<file path="config.mk">
export PLATFORM = sky130hd
export DESIGN_NAME = swj_top
export DESIGN_NICKNAME = d
export VERILOG_FILES = /design/src/swj_pkg.sv /design/src/swj_reg_bank.sv /design/src/swj_clk_timer.sv /design/src/swj_byte_collector.sv /design/src/swj_pin_driver.sv /design/src/swj_cmd_fsm.sv /design/src/swj_top.sv
export VERILOG_INCLUDE_DIRS = /design/src /design/src/src
export SDC_FILE = /design/constraint.sdc
export NUM_CORES = 1
export LEC_CHECK = 0
export BUFFER_PORTS_ARGS = -buffer_cell sky130_fd_sc_hd__clkbuf_2
export CAP_MARGIN = 10
export CELL_PAD_IN_SITES_DETAIL_PLACEMENT = 0
export CELL_PAD_IN_SITES_GLOBAL_PLACEMENT = 1
export CORE_MARGIN = 2
export CORE_UTILIZATION = 44
export CTS_BUF_LIST = sky130_fd_sc_hd__clkbuf_2
export DETAILED_ROUTE_END_ITERATION = 10
export GPL_ROUTABILITY_DRIVEN = 0
export GPL_TIMING_DRIVEN = 0
export PLACE_DENSITY_LB_ADDON = 0.1
export SETUP_SLACK_MARGIN = 0.4
export SYNTH_ARGS = -nofsm -noshare
export SYNTH_HDL_FRONTEND = slang
export SYNTH_SLANG_ARGS = --single-unit
export TNS_END_PERCENT = 50
</file>
<file path="constraint.sdc">
create_clock -name clk -period 3.1 [get_ports clk]
set_clock_uncertainty 0.15 [all_clocks]
set_input_delay 0.31 -clock clk [delete_from_list [all_inputs] [get_ports clk]]
set_output_delay 0.31 -clock clk [all_outputs]
set_load 0.02 [all_outputs]
</file>
<file path="src/swj_cfg.svh">
`ifndef SWJ_CFG_SVH
`define SWJ_CFG_SVH

// register bus
`define SWJ_ADDR_W      12
`define SWJ_CR_OFS      12'h000
`define SWJ_CLKDIV_OFS  12'h004

// response ram
`define SWJ_RAM_AW      10

// command payload
`define SWJ_PAYLOAD_W   64
`define SWJ_PINS_BITS   48  // value, select, 4 wait bytes

// bit positions in start/done
`define SWJ_CMD_SEQ     0
`define SWJ_CMD_PINS    1
`define SWJ_CMD_N       2

`endif

</file>
<file path="src/swj_pkg.sv">
`include "swj_cfg.svh"

package swj_pkg;

    typedef logic [7:0]                  byte_t;
    typedef logic [31:0]                 word_t;
    typedef logic [`SWJ_PAYLOAD_W-1:0]   payload_t;
    typedef logic [6:0]                  bitlen_t;   // 1..64
    typedef logic [8:0]                  seqlen_t;   // up to 256
    typedef logic [`SWJ_RAM_AW-1:0]      ram_addr_t;
    typedef logic [15:0]                 clkdiv_t;
    typedef logic [`SWJ_CMD_N-1:0]       cmd_vec_t;

    typedef enum logic {
        OP_SEQ,
        OP_PINS
    } drv_op_t;

    typedef enum logic [2:0] {
        ST_IDLE,
        ST_COLLECT,
        ST_ISSUE,
        ST_WAIT,
        ST_REPLY,
        ST_DONE
    } cmd_state_t;

    typedef struct packed {
        logic                   write_en;
        logic                   read_en;
        logic [`SWJ_ADDR_W-1:0] addr;
        word_t                  wdata;
        logic [3:0]             byte_strobe;
    } reg_bus_t;

    typedef struct packed {
        logic      en;
        ram_addr_t addr;
        byte_t     data;
    } ram_wr_t;

    typedef struct packed {
        logic     valid;
        drv_op_t  op;
        bitlen_t  len;
        payload_t data;
    } drv_req_t;

    typedef struct packed {
        logic swdio;
        logic tdo;
        logic trst_n;
        logic srst_n;
    } pin_in_t;

endpackage

</file>
<file path="src/swj_reg_bank.sv">
`timescale 1ns/1ps
`include "swj_cfg.svh"

module swj_reg_bank
    import swj_pkg::*;
(
    input  logic     clk,
    input  logic     resetn,
    input  reg_bus_t bus,
    output word_t    rdata,
    output logic     swd_mode,
    output clkdiv_t  clkdiv
);

    localparam logic [`SWJ_ADDR_W-1:0] cr_ofs     = `SWJ_CR_OFS;
    localparam logic [`SWJ_ADDR_W-1:0] clkdiv_ofs = `SWJ_CLKDIV_OFS;

    word_t cr_q;
    word_t clkdiv_q;
    logic  hit_cr;
    logic  hit_div;

    function automatic word_t strobe_merge(input word_t old, input word_t wdata,
                                           input logic [3:0] strb);
        word_t res;
        res = old;
        for (int i = 0; i < 4; i++) begin
            if (strb[i])
                res[i*8 +: 8] = wdata[i*8 +: 8];
        end
        return res;
    endfunction

    // word decode, byte offset bits ignored
    assign hit_cr  = bus.addr[`SWJ_ADDR_W-1:2] == cr_ofs[`SWJ_ADDR_W-1:2];
    assign hit_div = bus.addr[`SWJ_ADDR_W-1:2] == clkdiv_ofs[`SWJ_ADDR_W-1:2];

    always_ff @(posedge clk or negedge resetn) begin
        if (!resetn) begin
            cr_q     <= '0;
            clkdiv_q <= '0;
        end else if (bus.write_en) begin
            if (hit_cr)
                cr_q <= strobe_merge(cr_q, bus.wdata, bus.byte_strobe);
            if (hit_div)
                clkdiv_q <= strobe_merge(clkdiv_q, bus.wdata, bus.byte_strobe);
        end
    end

    always_comb begin
        rdata = '0;
        if (bus.read_en && hit_cr)
            rdata = cr_q;
        else if (bus.read_en && hit_div)
            rdata = clkdiv_q;
    end

    assign swd_mode = cr_q[0];
    assign clkdiv   = clkdiv_q[15:0];

endmodule

</file>
<file path="src/swj_clk_timer.sv">
`timescale 1ns/1ps

module swj_clk_timer
    import swj_pkg::*;
(
    input  logic    clk,
    input  logic    resetn,
    input  logic    run,
    input  clkdiv_t clkdiv,
    output logic    tick
);

    clkdiv_t cnt_q;

    // one tick every clkdiv+1 cycles
    always_ff @(posedge clk or negedge resetn) begin
        if (!resetn) begin
            cnt_q <= '0;
        end else if (!run) begin
            cnt_q <= clkdiv;  // restart on every new run
        end else if (cnt_q == '0) begin
            cnt_q <= clkdiv;
        end else begin
            cnt_q <= cnt_q - 1'b1;
        end
    end

    assign tick = run && (cnt_q == '0);

endmodule

</file>
<file path="src/swj_byte_collector.sv">
`timescale 1ns/1ps

module swj_byte_collector
    import swj_pkg::*;
(
    input  logic     clk,
    input  logic     resetn,
    input  logic     start,
    input  bitlen_t  bits,
    input  logic     in_valid,
    input  byte_t    in_data,
    output logic     in_ready,
    output logic     done,
    output payload_t data
);

    logic [3:0] need;
    logic [3:0] cnt_q;
    logic [3:0] idx;
    logic       busy_q;
    logic       accept;

    assign need     = 4'((8'(bits) + 8'd7) >> 3);  // bytes to gather
    assign idx      = start ? 4'd0 : cnt_q;
    assign in_ready = start || busy_q;
    assign accept   = in_valid && in_ready;

    always_ff @(posedge clk or negedge resetn) begin
        if (!resetn) begin
            busy_q <= 1'b0;
            done   <= 1'b0;
            cnt_q  <= '0;
        end else begin
            if (start) begin
                busy_q <= 1'b1;
                done   <= 1'b0;
                cnt_q  <= '0;
            end
            if (accept) begin
                cnt_q <= idx + 4'd1;
                if (idx + 4'd1 >= need) begin  // last byte
                    busy_q <= 1'b0;
                    done   <= 1'b1;
                end
            end
        end
    end

    // unused upper bytes read as zero
    always_ff @(posedge clk) begin
        if (start)
            data <= '0;
        if (accept)
            data[{idx[2:0], 3'b000} +: 8] <= in_data;
    end

endmodule

</file>
<file path="src/swj_pin_driver.sv">
`timescale 1ns/1ps

module swj_pin_driver
    import swj_pkg::*;
(
    input  logic     clk,
    input  logic     resetn,
    input  drv_req_t req,
    input  logic     tick,
    output logic     timer_run,
    output logic     busy,
    output logic     ack,
    output byte_t    rdata,
    input  pin_in_t  pins_in,
    output logic     swclk_o,
    output logic     swdio_o,
    output logic     swdio_oe,
    output logic     tdi_o,
    output logic     trst_o,
    output logic     srst_o
);

    payload_t   shift_q;
    bitlen_t    remain_q;
    logic       seq_q;
    logic       high_q;     // next tick raises swclk
    logic [1:0] pin_cnt_q;
    logic       seq_tick;

    assign seq_tick  = seq_q && tick;
    assign timer_run = seq_q;
    assign swdio_oe  = seq_q;
    assign busy      = seq_q || (pin_cnt_q != 2'd0);

    always_ff @(posedge clk or negedge resetn) begin
        if (!resetn) begin
            seq_q     <= 1'b0;
            high_q    <= 1'b0;
            remain_q  <= '0;
            pin_cnt_q <= '0;
            ack       <= 1'b0;
            swclk_o   <= 1'b0;
            swdio_o   <= 1'b0;
            tdi_o     <= 1'b0;
            trst_o    <= 1'b1;
            srst_o    <= 1'b1;
        end else begin
            ack <= 1'b0;
            if (req.valid && req.op == OP_SEQ) begin
                seq_q    <= 1'b1;
                high_q   <= 1'b0;
                remain_q <= req.len;
            end else if (req.valid) begin
                // byte 0 value, byte 1 select
                if (req.data[8])  swclk_o <= req.data[0];
                if (req.data[9])  swdio_o <= req.data[1];
                if (req.data[10]) tdi_o   <= req.data[2];
                if (req.data[13]) trst_o  <= req.data[5];
                if (req.data[15]) srst_o  <= req.data[7];
                pin_cnt_q <= 2'd1;
            end else if (seq_tick) begin
                if (high_q) begin
                    swclk_o  <= 1'b1;
                    remain_q <= remain_q - 1'b1;
                    high_q   <= 1'b0;
                end else begin
                    swclk_o <= 1'b0;
                    if (remain_q == '0) begin  // final low phase
                        seq_q <= 1'b0;
                        ack   <= 1'b1;
                    end else begin
                        swdio_o <= shift_q[0];
                        high_q  <= 1'b1;
                    end
                end
            end
            if (pin_cnt_q == 2'd2) begin
                ack       <= 1'b1;
                pin_cnt_q <= 2'd0;
            end else if (pin_cnt_q != 2'd0) begin
                pin_cnt_q <= pin_cnt_q + 2'd1;
            end
        end
    end

    always_ff @(posedge clk) begin
        if (req.valid && req.op == OP_SEQ)
            shift_q <= req.data;
        else if (seq_tick && high_q)
            shift_q <= shift_q >> 1;  // lsb first
        if (pin_cnt_q == 2'd2)
            rdata <= {pins_in.srst_n, 1'b0, pins_in.trst_n, 1'b0,
                      pins_in.tdo, tdi_o, pins_in.swdio, swclk_o};
    end

endmodule

</file>
<file path="src/swj_cmd_fsm.sv">
`timescale 1ns/1ps
`include "swj_cfg.svh"

module swj_cmd_fsm
    import swj_pkg::*;
(
    input  logic      clk,
    input  logic      resetn,
    input  cmd_vec_t  start,
    output cmd_vec_t  done,
    input  logic      in_valid,
    input  byte_t     in_data,
    output logic      col_start,
    output bitlen_t   col_bits,
    input  logic      col_done,
    input  payload_t  col_data,
    output drv_req_t  drv_req,
    input  logic      drv_ack,
    input  byte_t     drv_rdata,
    output ram_wr_t   ram_wr,
    output ram_addr_t packet_len
);

    cmd_state_t state;
    drv_op_t    op_q;
    seqlen_t    remain_q;   // sequence bits still to collect
    seqlen_t    first_len;

    function automatic bitlen_t chunk(input seqlen_t n);
        return (n > seqlen_t'(64)) ? bitlen_t'(64) : bitlen_t'(n);
    endfunction

    assign first_len = (in_data == 8'd0) ? seqlen_t'(256) : seqlen_t'(in_data);

    always_ff @(posedge clk or negedge resetn) begin
        if (!resetn) begin
            state      <= ST_IDLE;
            op_q       <= OP_SEQ;
            remain_q   <= '0;
            col_start  <= 1'b0;
            col_bits   <= '0;
            drv_req    <= '0;
            ram_wr     <= '0;
            packet_len <= '0;
            done       <= '0;
        end else begin
            col_start     <= 1'b0;
            drv_req.valid <= 1'b0;
            ram_wr.en     <= 1'b0;
            if (start == '0) begin
                state    <= ST_IDLE;
                done     <= '0;
                col_bits <= '0;  // zero marks idle for the top
            end else begin
                case (state)
                    ST_IDLE: begin
                        if (start[`SWJ_CMD_SEQ]) begin
                            if (in_valid) begin  // length byte
                                op_q      <= OP_SEQ;
                                remain_q  <= first_len;
                                col_bits  <= chunk(first_len);
                                col_start <= 1'b1;
                                state     <= ST_COLLECT;
                            end
                        end else if (start[`SWJ_CMD_PINS]) begin
                            op_q      <= OP_PINS;
                            col_bits  <= bitlen_t'(`SWJ_PINS_BITS);
                            col_start <= 1'b1;
                            state     <= ST_COLLECT;
                        end
                    end
                    ST_COLLECT: begin
                        // done is stale while the start pulse is out
                        if (col_done && !col_start)
                            state <= ST_ISSUE;
                    end
                    ST_ISSUE: begin
                        drv_req <= '{valid: 1'b1, op: op_q, len: col_bits, data: col_data};
                        if (op_q == OP_SEQ)
                            remain_q <= remain_q - seqlen_t'(col_bits);
                        state <= ST_WAIT;
                    end
                    ST_WAIT: begin
                        if (drv_ack) begin
                            if (op_q == OP_SEQ && remain_q != '0) begin
                                col_bits  <= chunk(remain_q);
                                col_start <= 1'b1;
                                state     <= ST_COLLECT;
                            end else begin
                                ram_wr.addr <= '0;
                                ram_wr.data <= (op_q == OP_PINS) ? drv_rdata : 8'h00;
                                state       <= ST_REPLY;
                            end
                        end
                    end
                    ST_REPLY: begin
                        ram_wr.en  <= 1'b1;
                        packet_len <= ram_addr_t'(1);
                        done[(op_q == OP_PINS) ? `SWJ_CMD_PINS : `SWJ_CMD_SEQ] <= 1'b1;
                        state <= ST_DONE;
                    end
                    default: ;  // hold until start drops
                endcase
            end
        end
    end

endmodule

</file>
<file path="src/swj_top.sv">
`timescale 1ns/1ps
`include "swj_cfg.svh"

module swj_top
    import swj_pkg::*;
(
    input  logic      clk,
    input  logic      resetn,
    input  reg_bus_t  bus,
    output word_t     rdata,
    input  cmd_vec_t  start,
    output cmd_vec_t  done,
    input  logic      in_valid,
    input  byte_t     in_data,
    output logic      in_ready,
    output ram_wr_t   ram_wr,
    output ram_addr_t packet_len,
    input  pin_in_t   pins_in,
    output logic      swclk_o,
    output logic      swdio_o,
    output logic      swdio_oe,
    output logic      tdi_o,
    output logic      trst_o,
    output logic      srst_o,
    output logic      swd_mode
);

    clkdiv_t  clkdiv;
    logic     tick;
    logic     timer_run;
    logic     col_start;
    bitlen_t  col_bits;
    logic     col_done;
    payload_t col_data;
    logic     col_ready;
    drv_req_t drv_req;
    logic     drv_busy;
    logic     drv_ack;
    byte_t    drv_rdata;

    // length byte goes to the fsm, col_bits stays zero while it is idle
    assign in_ready = col_ready || (start[`SWJ_CMD_SEQ] && col_bits == '0);

    swj_reg_bank swj_reg_bank_i (
        .clk      (clk),
        .resetn   (resetn),
        .bus      (bus),
        .rdata    (rdata),
        .swd_mode (swd_mode),
        .clkdiv   (clkdiv)
    );

    swj_clk_timer swj_clk_timer_i (
        .clk    (clk),
        .resetn (resetn),
        .run    (timer_run),
        .clkdiv (clkdiv),
        .tick   (tick)
    );

    swj_byte_collector swj_byte_collector_i (
        .clk      (clk),
        .resetn   (resetn),
        .start    (col_start),
        .bits     (col_bits),
        .in_valid (in_valid),
        .in_data  (in_data),
        .in_ready (col_ready),
        .done     (col_done),
        .data     (col_data)
    );

    swj_pin_driver swj_pin_driver_i (
        .clk       (clk),
        .resetn    (resetn),
        .req       (drv_req),
        .tick      (tick),
        .timer_run (timer_run),
        .busy      (drv_busy),
        .ack       (drv_ack),
        .rdata     (drv_rdata),
        .pins_in   (pins_in),
        .swclk_o   (swclk_o),
        .swdio_o   (swdio_o),
        .swdio_oe  (swdio_oe),
        .tdi_o     (tdi_o),
        .trst_o    (trst_o),
        .srst_o    (srst_o)
    );

    swj_cmd_fsm swj_cmd_fsm_i (
        .clk        (clk),
        .resetn     (resetn),
        .start      (start),
        .done       (done),
        .in_valid   (in_valid),
        .in_data    (in_data),
        .col_start  (col_start),
        .col_bits   (col_bits),
        .col_done   (col_done),
        .col_data   (col_data),
        .drv_req    (drv_req),
        .drv_ack    (drv_ack),
        .drv_rdata  (drv_rdata),
        .ram_wr     (ram_wr),
        .packet_len (packet_len)
    );

endmodule

</file>
==> results of run 1 <==
power by group through the flow:
stage	registers (W)	logic, W	clock network (W)
after detailed placement	0.00625	0.00369	0
after global routing	0.00630	0.00468	0.00360
after global placement	0.00623	0.00362	0
after CTS	0.00617	0.00408	0.00338
after floorplan	0.00607	0.00272	0
final	0.00618	0.00419	0.00325
sequential cells by signal, indices dropped and copies added (netlist names), 2 cells and up:
signal and flops:
swj_cmd_fsm_i.done 2, swj_pin_driver_i.pin_cnt_q 2, swj_reg_bank_i.clkdiv_q 32, swj_pin_driver_i.remain_q 7, swj_cmd_fsm_i.state 3, swj_cmd_fsm_i.ram_wr 7, swj_cmd_fsm_i.col_bits 7, swj_cmd_fsm_i.drv_req 73
swj_byte_collector_i.data 64, swj_pin_driver_i.rdata 6, swj_byte_collector_i.cnt_q 4, swj_pin_driver_i.shift_q 64, swj_reg_bank_i.cr_q 32, swj_clk_timer_i.cnt_q 16, swj_cmd_fsm_i.remain_q 9
synthesized netlist by cell type, types with 3 or more instances:
| library cell | count | area, µm² |
|---|---|---|
| nor2_1 | 80 | 300.3 |
| nand2b_1 | 23 | 143.9 |
| dfxtp_1 | 64 | 1281 |
| nand3_1 | 12 | 60.06 |
| mux2_2 | 148 | 1667 |
| or3_1 | 8 | 50.05 |
| nor3b_1 | 4 | 30.03 |
| clkbuf_1 | 56 | 210.2 |
| and2_1 | 3 | 18.77 |
| nor3_1 | 11 | 55.05 |
| xor2_1 | 8 | 70.07 |
| nor4_1 | 15 | 93.84 |
| nand2_1 | 267 | 1002 |
| ha_1 | 18 | 225.2 |
| o41ai_1 | 4 | 35.03 |
| dfrtp_1 | 205 | 5130 |
| buf_4 | 21 | 157.7 |
| o21ai_1 | 3 | 15.01 |
| nor3_2 | 4 | 40.04 |
| or2_2 | 7 | 43.79 |
| nand4_1 | 13 | 81.33 |
| inv_1 | 34 | 127.6 |
| or4_1 | 4 | 30.03 |
| edfxtp_1 | 70 | 2102 |
| a21oi_1 | 18 | 90.09 |
| buf_2 | 8 | 40.04 |
| xnor2_1 | 16 | 140.1 |
| a31oi_1 | 12 | 75.07 |
| o31ai_1 | 5 | 37.54 |
| a211oi_1 | 4 | 30.03 |
| nand3b_1 | 51 | 382.9 |
| a21o_1 | 3 | 22.52 |
| o21ai_0 | 104 | 520.5 |
| mux2i_1 | 38 | 380.4 |
| nor2b_1 | 9 | 56.30 |
timing repair:
| item | CTS | global route |
|---|---|---|
| endpoints found under the hold margin | 368 | 0 |
| gates resized for setup | 29 | 34 |
| gates cloned | 2 | 1 |
| buffers inserted | 11 | 7 |
| setup endpoints to repair | 195 | 167 |
| hold buffers | 110 | 0 |
| pin swaps | 7 | 3 |
layout make-up:
type / count / area, µm² / share of cell area (%)
Clock inverter: 19 / 103.9 / 0.5507
Sequential cell: 341 / 8567 / 45.43
Tap cell: 448 / 560.5 / 2.973
Inverter: 34 / 127.6 / 0.6768
Clock buffer: 151 / 755.7 / 4.008
Timing Repair Buffer: 243 / 1943 / 10.30
Antenna cell: 3 / 7.507 / 0.03981
Multi-Input combinational cell: 951 / 6299 / 33.40
Buffer: 89 / 493.0 / 2.614
logic make-up after synthesis:
logic type               Yosys count  synth area share, %
XOR/XNOR                          24                1.387
AO/OA/AOI/OAI                    173                6.580
buffers and inverters            123                3.690
AND/OR/NAND/NOR                  525                16.68
flip-flops                       341                56.52
other                              1              0.02474
adder cells (fa/ha/maj)           19                1.618
multiplexers                     186                13.51
per-layer routing:
layer | up-vias | routed length (µm) | global-route usage (%)
li1 | 5611 | - | -
met1 | 5559 | 17500 | 28.61
met2 | 283 | 17280 | 34.36
met3 | 88 | 1880 | 4.925
met4 | 0 | 1210 | 8.348
met5 | - | 0 | 0
worst max-delay path: cells and delay by family, from the launching register on:
family          cells  cell delay [ns]
flops               1             0.41
simple gates        1             0.38
buf+inv             2             0.35
compound gates      1             0.26
stage by stage:
step / total power (W) / cells / hold slack [ns] / setup WS, ns / utilization [%]
global route: 0.01458 / 2279 / 0.05555 / 0.1312 / 55.96
floorplan: 0.008792 / 1412 / -0.1356 / 0.3190 / -
detailed placement: 0.009938 / 1975 / -0.03171 / -0.3402 / 48.81
global placement: 0.009846 / 1973 / 0.2812 / -2.749 / 48.62
finish: 0.01362 / 2279 / 0.1253 / 0.3001 / 55.96
CTS: 0.01362 / 2268 / 0.01977 / 0.1338 / 55.36
how the worst max path moves through the flow:
stage	startpoint	endpoint	depth (start not counted)
detailed placement	swj_cmd_fsm_i.col_start	swj_byte_collector_i.data[55]	11
floorplan	swj_cmd_fsm_i.col_start	swj_byte_collector_i.data[54]	11
finish	swj_cmd_fsm_i.col_bits[2]	in_ready	4
global placement	resetn	swj_cmd_fsm_i.drv_req[34]	1
global route	swj_cmd_fsm_i.col_bits[2]	in_ready	4
CTS	swj_cmd_fsm_i.col_bits[2]	in_ready	4
==> flow_metrics.py, run 1 <==
metrics = {
    "sta": {
        "fin_tns_setup_ns": 0,
        "min_period_ns": 2.800,
        "hold_viol_final": 0,
        "slew_viol_final": 0,
        "rsz0062_at_grt": "yes",
        "fin_crit_sh_pct": 90.32,
        "max_slew_margin_pct": 41.32,
        "setup_viol": 0,
        "tightestPinTransition_ns": 0.8802,
        "fmax_ghz": 0.3572,
    },
    "run": {
        "maxCapViolCount": 0,
    },
    "pwr": {
        "p_per_area_mw_per_mm2": 722.2,
        "p_int_w": 0.008732,
        "clockPowerShare_pct": 23.8,
        "p_sw_share_pct": 35.88,
        "pwr-share-comb_pct": 30.8,
        "p_switching_w": 0.004886,
        "max-vdd-ir-drop_uv": 266.6,
        "pwr-share-seq_pct": 45.4,
        "p_leak_nw": 8.681,
    },
    "detailed_routing": {
        "drt-initial-drc-count": 708,
        "drt_pass1_iterations": 5,
        "via_count": 11540,
        "viasPerCell": 5.064,
        "antenna_left": 0,
        "routedWlPerCell_um": 16.62,
        "wl_mm": 37.87,
        "drc_errors": 0,
    },
    "die": {
        "start_util_pct": 44.97,
        "coreArea_mm2": 0.03370,
        "dieHeight_um": 189.6,
        "dieArea_mm2": 0.03595,
        "placementRows": 67,
        "pin_count": 138,
        "die_w_um": 189.6,
    },
    "critical_path": {
        "crit_arrival_ns": 2.34,
        "r2r_start": "swj_clk_timer_i.cnt_q[2]",
        "rrSetupSlack_ns": 0.43,
        "slowest_stage": "dfrtp_1",
        "max_stage_delay_ns": 0.41,
        "cp-end-kind": "primary output",
        "r2r_end": "swj_pin_driver_i.shift_q[53]",
        "required_ns": 2.64,
        "worstRegToRegCells": 7,
        "worst_setup_path_start_kind": "flip-flop",
        "path_cells": "or3_1 > clkbuf_8 > o41ai_4 > buf_4",
        "path_class": "flip-flop to primary output",
        "path_max_fanout": 2,
    },
    "grt": {
        "grt_max_degree": 105,
        "grt_pass1_vias": 11680,
        "antenna_found_initial": 2,
        "grtUsageTotal_pct": 21.52,
        "grt_pass1_wl_mm": 61.14,
        "gr-total-overflow": 0,
    },
    "cells_and_area": {
        "nets": 1837,
        "final_common_cell": "clkbuf_2",
        "layout_common_cells": "clkbuf_2, nand2_1, dfrtp_1",
        "fillerInstances": 3055,
        "drive_gt1_share_pct": 28.67,
        "fin_area_mm2": 0.01886,
        "area_growth_pct": 24.42,
    },
    "status": {
        "status": "finished clean",
    },
    "synth": {
        "synth-edff-count": 70,
        "seq_area_frac_synth_pct": 56.52,
        "synth_area_per_cell_um2": 10.89,
        "ys_async_sr_fraction_pct": 60.70,
        "synth_flop_cell": "dfrtp_1",
        "synth_seq_cells": 341,
        "synth_cell_types": 66,
        "syn_area_mm2": 0.01516,
        "netlist_instances": 1392,
        "ys.warnings.count": 0,
    },
    "min_path": {
        "hold_path.class": "input port to asynchronous set/reset pin",
    },
    "placement": {
        "hpwl_mm": 24.24,
        "portBuffers": 113,
        "place_area_mm2": 0.01645,
    },
    "clocking": {
        "htreeDepth": 3,
        "worstSkewPairLatency_ns": 0.99,
        "cts_tree": "built",
        "cts.path.max_buffers": 3,
        "numCtsBuffers": 91,
        "cts_sinks": 341,
        "cts_root_buf": "clkbuf_2",
        "path_clk_slew_ns": 0.09,
    },
}
No activity file was read; power rests on OpenSTA's default activity.
==> inputs of run 2 (changes only) <==
--- a/config.mk
+++ b/config.mk
@@ -6,15 +6,15 @@
 export SDC_FILE = /design/constraint.sdc
 export NUM_CORES = 1
 export LEC_CHECK = 0
+export ABC_AREA = 1
 export BUFFER_PORTS_ARGS = -buffer_cell sky130_fd_sc_hd__clkbuf_2
 export CAP_MARGIN = 10
 export CELL_PAD_IN_SITES_DETAIL_PLACEMENT = 0
 export CELL_PAD_IN_SITES_GLOBAL_PLACEMENT = 1
 export CORE_MARGIN = 2
-export CORE_UTILIZATION = 44
+export CORE_UTILIZATION = 42
 export CTS_BUF_LIST = sky130_fd_sc_hd__clkbuf_2
 export DETAILED_ROUTE_END_ITERATION = 10
-export GPL_ROUTABILITY_DRIVEN = 0
 export GPL_TIMING_DRIVEN = 0
 export PLACE_DENSITY_LB_ADDON = 0.1
 export SETUP_SLACK_MARGIN = 0.4
==> run 2 against run 1 <==
Clock-buffer cell count increased by 1. Maximum frequency increased by 0.26%. Flip-flop and latch count unchanged. Largest power group unchanged. Global-route usage increased by 1.2 points. Synthesized cell count increased by 33%. Cell count increased by 21%. Synthesized area increased by 1.2%. Via count increased by 16%. Utilization decreased by 3.3 points. Combinational power increased by 1%.
==> flow_metrics.py, run 2 <==
metrics = {
    "synth": {
        "synth_area_per_cell_um2": 8.253,
        "synth-edff-count": 70,
        "synth_most_common_cell": "nand2_1",
        "seq_area_frac_synth_pct": 55.86,
        "netlist_instances": 1858,
        "synthTopCellsByCount": "nand2_1, o21ai_0, dfrtp_1",
        "synth_flop_cell": "dfrtp_1",
        "synth_seq_cells": 341,
        "synth_cell_types": 44,
        "synth_top_area_share_pct": 33.45,
        "syn_area_mm2": 0.01533,
        "ys_async_sr_fraction_pct": 60.70,
        "ys.warnings.count": 0,
        "yosys.area.top_type": "dfrtp_1",
        "ys_top_cells_by_area": "dfrtp_1, nand2_1, edfxtp_1, dfxtp_1, o21ai_0",
    },
    "critical_path": {
        "path_max_fanout": 8,
        "crit_arrival_ns": 3.57,
        "cp-end-kind": "flip-flop",
        "r2r_start": "swj_cmd_fsm_i.col_start",
        "path_class": "input port to flip-flop",
        "worstRegToRegCells": 11,
        "required_ns": 3.88,
        "worst_setup_path_start_kind": "input port",
        "r2r_end": "swj_byte_collector_i.data[7]",
        "rrSetupSlack_ns": 0.61,
    },
    "sta": {
        "tightestPinTransition_ns": 0.6158,
        "fin_crit_sh_pct": 90.09,
        "hold_viol_final": 0,
        "rsz0062_at_grt": "yes",
        "slew_viol_final": 0,
        "fmax_ghz": 0.3581,
        "setup_viol": 0,
        "max_slew_margin_pct": 58.80,
        "min_period_ns": 2.793,
    },
    "die": {
        "dieHeight_um": 195.1,
        "die_w_um": 195.1,
        "pin_count": 138,
        "coreArea_mm2": 0.03574,
        "dieArea_mm2": 0.03806,
        "start_util_pct": 42.90,
        "placementRows": 69,
    },
    "placement": {
        "place_area_mm2": 0.01667,
        "portBuffers": 113,
        "gp_congestion": 0.8244,
        "hpwl_mm": 29.31,
        "dp_cells": 2456,
    },
    "detailed_routing": {
        "drc_errors": 0,
        "antenna_left": 0,
        "via_count": 13440,
        "routedWlPerCell_um": 15.46,
        "drt_pass1_iterations": 5,
        "viasPerCell": 4.892,
        "drt-initial-drc-count": 713,
        "wl_mm": 42.46,
    },
    "cells_and_area": {
        "drive_gt1_share_pct": 16.13,
        "nets": 2293,
        "top_register": "swj_cmd_fsm_i.drv_req",
        "stdcell_count": 2747,
        "layout_common_cells": "nand2_1, clkbuf_2, o21ai_0",
        "reg.largest.list": "swj_cmd_fsm_i.drv_req (73), swj_byte_collector_i.data (64), swj_pin_driver_i.shift_q (64)",
        "largest_reg_flops": 73,
        "fillerInstances": 3573,
        "fin_area_mm2": 0.01883,
        "final_common_cell": "nand2_1",
        "post-route-util_pct": 52.70,
        "area_growth_pct": 22.82,
    },
    "clocking": {
        "worstSkewPairLatency_ns": 1.00,
        "htreeDepth": 3,
        "cts.path.max_buffers": 3,
        "path_clk_slew_ns": 0.10,
        "numCtsBuffers": 91,
        "cts_tree": "built",
        "cts_sinks": 341,
        "cts_root_buf": "clkbuf_2",
    },
    "pwr": {
        "fin_total_pwr_w": 0.01372,
        "p_per_area_mw_per_mm2": 728.6,
        "p_leak_nw": 9.369,
        "max-vdd-ir-drop_uv": 428.8,
    },
    "grt": {
        "grt_pass1_wl_mm": 69.04,
        "grt_pass1_vias": 13390,
        "antenna_found_initial": 2,
        "gr-total-overflow": 0,
        "grtUsageTotal_pct": 22.74,
        "grt_max_degree": 84,
    },
    "status": {
        "status": "finished clean",
    },
    "min_path": {
        "hold_path.class": "input port to flip-flop",
        "holdPathStages": 4,
        "whs_endpoint": "swj_byte_collector_i.data[34]",
        "hold_start": "in_data[2]",
    },
    "run": {
        "maxCapViolCount": 0,
    },
}
## run 2: cell types whose count changed after synthesis, sizes merged, moves of 15 or more
cell    previous run  this run
nand2            267       788
mux2             148         0
o21ai            107       231
nand3             12       114
inv               34        96
nand3b            51         2
mux2i             38         0
buf               32        60
nand2b            23         0
clkbuf            57        36
nor2              80        95
nor4              16         1
## run 2: how the worst max path moves through the flow
stage	startpoint	end	slack (ns)	depth (start not counted)
final	bus[49]	swj_reg_bank_i.cr_q[10]	0.31	9
after global routing	swj_cmd_fsm_i.col_bits[1]	in_ready	0.32	4
after CTS	swj_cmd_fsm_i.col_bits[1]	in_ready	0.39	4
after detailed placement	swj_clk_timer_i.cnt_q[8]	swj_pin_driver_i.shift_q[31]	0.09	7
after global placement	resetn	swj_cmd_fsm_i.drv_req[28]	-2.84	1
after floorplan	swj_clk_timer_i.cnt_q[8]	swj_pin_driver_i.shift_q[0]	0.48	5
## run 2: per-stage QoR
stage	setup slack [ns]	hold slack, ns	TNS (ns)
finish	0.3073	0.08562	0
CTS	0.3879	0.005846	0
floorplan	0.4773	-0.1356	0
detailed placement	0.08964	0.1670	0
global route	0.3174	0.04212	0
global placement	-2.836	0.2853	-614.68
## run 2: final cells by class
| cell class | count | area, µm² | area share [%] |
|---|---|---|---|
| inverter | 96 | 362.8 | 1.927 |
| sequential | 341 | 8566 | 45.48 |
| multi-input combinational | 1345 | 6007 | 31.89 |
| clock buffer | 152 | 760.7 | 4.039 |
| antenna | 4 | 10.01 | 0.05315 |
| tap | 461 | 576.8 | 3.063 |
| clock inverter | 16 | 165.2 | 0.8769 |
| buffer | 96 | 503.0 | 2.671 |
| timing repair buffer | 236 | 1883 | 9.998 |
## run 2: power breakdown
| group | internal (W) | switching [W] | total, W |
|---|---|---|---|
| clock network | 0.00160 | 0.00190 | 0.00350 |
| registers | 0.00546 | 0.000537 | 0.00599 |
| logic | 0.00144 | 0.00279 | 0.00423 |
| total | 0.00850 | 0.00522 | 0.0137 |
## run 2: cell families after synthesis
group / Yosys count / synth area share [%]
xor gates and xnor gates: 16 / 0.9138
DFF: 341 / 55.86
buffers and inverters: 192 / 5.630
other: 1 / 0.02445
and+or+nand+nor: 1027 / 27.28
adders and majority gates: 19 / 1.599
AOI/OAI and AO/OA: 262 / 8.690
## run 2: timing repair
item	in CTS	in global routing
endpoints found under the setup margin	49	38
endpoints found under the hold margin	372	0
cloned	0	0
resized for setup	3	5
pin swaps	1	0
hold buffers	118	0
buffers inserted	1	0
## run 2: worst max-delay path, stage by stage
cell           delay, ns
dlygate4sd3_1       0.52
clkbuf_2            0.14
nand2_1             0.07
dlygate4sd3_1       0.68
nor2_1              0.54
nand2_1             0.11
dlygate4sd3_1       0.59
nand2_1             0.06
dlygate4sd3_1       0.56
## run 2: per-layer routing
layer	track usage [%]	up-vias	share of wire, %
li1	-	6714	-
met1	30.03	6340	46
met2	37.21	315	47
met3	4.940	69	4.7
met4	7.690	0	2.4
met5	0	-	0
==> inputs of run 3 (changes only) <==
--- a/config.mk
+++ b/config.mk
@@ -7,14 +7,14 @@
 export NUM_CORES = 1
 export LEC_CHECK = 0
 export ABC_AREA = 1
-export BUFFER_PORTS_ARGS = -buffer_cell sky130_fd_sc_hd__clkbuf_2
 export CAP_MARGIN = 10
 export CELL_PAD_IN_SITES_DETAIL_PLACEMENT = 0
 export CELL_PAD_IN_SITES_GLOBAL_PLACEMENT = 1
 export CORE_MARGIN = 2
-export CORE_UTILIZATION = 42
+export CORE_UTILIZATION = 45
 export CTS_BUF_LIST = sky130_fd_sc_hd__clkbuf_2
 export DETAILED_ROUTE_END_ITERATION = 10
+export DONT_BUFFER_PORTS = 1
 export GPL_TIMING_DRIVEN = 0
 export PLACE_DENSITY_LB_ADDON = 0.1
 export SETUP_SLACK_MARGIN = 0.4
==> run 3 against run 2 <==
The run now ends with negative hold slack left. Cell area up 0.54%. Register-to-register slack worse by 0.06 ns. Maximum frequency up 1.6%. Clock-buffer cell count down 15. Via count down 0.48%. Hold slack worse by 1.2 ns.
==> flow_metrics.py, run 3 (synthesis results as in run 2) <==
metrics = {
    "status": {
        "status": "complete, but fails checks",
        "violations": "negative hold slack",
    },
    "placement": {
        "gp_congestion": 0.8357,
        "portBuffers": 0,
        "hpwl_mm": 27.61,
    },
    "sta": {
        "max_slew_margin_pct": 46.20,
        "setup_viol": 0,
        "fin_crit_sh_pct": 88.68,
        "min_period_ns": 2.749,
        "holdWs_ns": -1.086,
        "fmax_ghz": 0.3638,
        "tightestPinTransition_ns": 0.7986,
        "slew_viol_final": 0,
        "hold_viol_final": 207,
        "rsz0062_at_grt": "yes",
    },
    "cells_and_area": {
        "final_common_cell": "nand2_1",
        "reg.largest.list": "swj_cmd_fsm_i.drv_req (73), swj_byte_collector_i.data (64), swj_pin_driver_i.shift_q (64)",
        "multiInputGateArea_mm2": 0.006006,
        "largest_reg_flops": 73,
        "register_area_mm2": 0.008567,
        "area_growth_pct": 23.49,
        "drive_gt1_share_pct": 10.93,
        "nets": 2261,
        "top_register": "swj_cmd_fsm_i.drv_req",
        "fillerInstances": 3169,
        "layout_common_cells": "nand2_1, o21ai_0, dfrtp_1",
    },
    "die": {
        "pin_count": 138,
        "placementRows": 67,
        "die_w_um": 188.6,
        "start_util_pct": 45.73,
        "dieHeight_um": 188.6,
        "dieArea_mm2": 0.03557,
        "coreArea_mm2": 0.03353,
    },
    "critical_path": {
        "path_cells": "dlygate4sd3_1 > nand2_1 > dlygate4sd3_1 > clkbuf_1 > o21ai_0 > dlygate4sd3_1 > nand2_1 > dlygate4sd3_1",
        "path_class": "input port to flip-flop",
        "path_max_fanout": 10,
        "crit_top_cell": "dlygate4sd3_1",
        "worstPathBufferInverterCount": 5,
        "required_ns": 3.82,
        "crit_arrival_ns": 3.47,
        "max_stage_delay_ns": 0.76,
        "cpLargestDelayFamily": "buffers and inverters",
        "slowest_stage": "dlygate4sd3_1",
        "worst_setup_path_start_kind": "input port",
        "cp-end-kind": "flip-flop",
    },
    "grt": {
        "gr-usage-met1_pct": 29.97,
        "grt_pass1_wl_mm": 67.72,
        "gr-total-overflow": 0,
        "busiest_layer": "met2",
        "grt_pass1_vias": 13230,
        "grtUsageTotal_pct": 23.68,
        "gr-usage-met3_pct": 4.675,
        "grt_use_met2_pct": 40.87,
        "antenna_found_initial": 1,
        "grt_max_degree": 208,
    },
    "detailed_routing": {
        "drt_pass1_iterations": 7,
        "wl_mm": 41.61,
        "drt-initial-drc-count": 792,
        "via_count": 13370,
        "viasPerCell": 4.955,
        "routedWlPerCell_um": 15.42,
        "antenna_left": 0,
        "drc_errors": 0,
    },
    "clocking": {
        "cts.path.max_buffers": 3,
        "worstSkewPairLatency_ns": 0.96,
        "cts_root_buf": "clkbuf_2",
        "cts_hold_buffers": 199,
        "htreeDepth": 3,
        "cts_tree": "built",
        "numCtsBuffers": 90,
        "path_clk_slew_ns": 0.09,
        "cts_sinks": 341,
    },
    "pwr": {
        "max-vdd-ir-drop_uv": 414.2,
        "fin_total_pwr_w": 0.01337,
        "p_per_area_mw_per_mm2": 706.1,
        "p_leak_nw": 9.084,
    },
    "run": {
        "maxCapViolCount": 0,
    },
    "min_path": {
        "hold_path.class": "input port to asynchronous set/reset pin",
    },
}
run 3: cell types whose count changed in the layout (fill, tap and decap cells not counted), moves of 2 or more:
| cell | before | now |
|---|---|---|
| buf_4 | 22 | 25 |
| nand3_2 | 4 | 2 |
| clkbuf_2 | 265 | 137 |
| nand3_1 | 108 | 110 |
| o21ai_1 | 3 | 5 |
| clkinv_1 | 11 | 20 |
| clkinvlp_4 | 0 | 2 |
| dlygate4sd3_1 | 117 | 199 |
| clkinv_2 | 0 | 3 |
| diode_2 | 4 | 1 |
| bufinv_16 | 4 | 2 |
| o21ai_0 | 225 | 222 |
| buf_16 | 4 | 1 |
run 3: worst paths after layout:
| path | startpoint | end | slack, ns | cells after the start |
|---|---|---|---|---|
| max reg2reg | swj_cmd_fsm_i.col_start | swj_byte_collector_i.data[37] | 0.55 | 10 |
| min | resetn | swj_reg_bank_i.cr_q[25] | -1.09 | 0 |
| max in group asynchronous | resetn | swj_cmd_fsm_i.col_bits[3] | 3.59 | 0 |
| min in group clk | start[0] | swj_cmd_fsm_i.op_q | 0.16 | 3 |
| min reg2reg | swj_byte_collector_i.data[11] | swj_cmd_fsm_i.drv_req[11] | 0.28 | 2 |
| max | bus[49] | swj_reg_bank_i.clkdiv_q[24] | 0.35 | 8 |
run 3: area by class of cell:
cell class	count	area share, %
flip-flops and latches	341	45.24
plain buffers	96	2.649
multi-input cells	1345	31.71
clock inverters	30	0.9580
repair buffers	205	10.93
well taps	448	2.960
clock buffers	137	3.621
inverters	96	1.916
diodes	1	0.01321
run 3: per-layer routing:
layer / vias up / routed length (µm) / part of all wire, %
li1: 6668 / - / -
met1: 6313 / 18210 / 44
met2: 333 / 20580 / 49
met3: 59 / 2168 / 5.2
met4: 0 / 646 / 1.6
met5: - / 0 / 0
run 3: metrics by stage:
stage          worst slack, ns  std cells  setup TNS, ns  utilization, %  area [µm²]
6_report                0.3509       2699              0           56.47       18940
3_5_place_dp            0.1501       2328              0           47.80       16030
3_3_place_gp           -0.3606       2326         -22.39           47.66       15980
4_1_cts                 0.4151       2695              0           56.37       18900
2_1_floorplan           0.4773       1878              0               -       15420
5_1_grt                 0.2896       2699              0           56.47       18940
run 3: timing repair:
action | CTS | global route
endpoints found under the setup margin | 51 | 42
hold endpoints to repair | 385 | 207
setup buffers | 1 | 3
pin swaps | 1 | 1
resized for setup | 3 | 8
run 3: report_power, final:
| part | leakage, nW | total (W) | internal [W] | switching (W) |
|---|---|---|---|---|
| clock | 0.653 | 0.00327 | 0.00135 | 0.00192 |
| combinational | 4.52 | 0.00403 | 0.00140 | 0.00263 |
| sequential | 3.91 | 0.00607 | 0.00546 | 0.000611 |
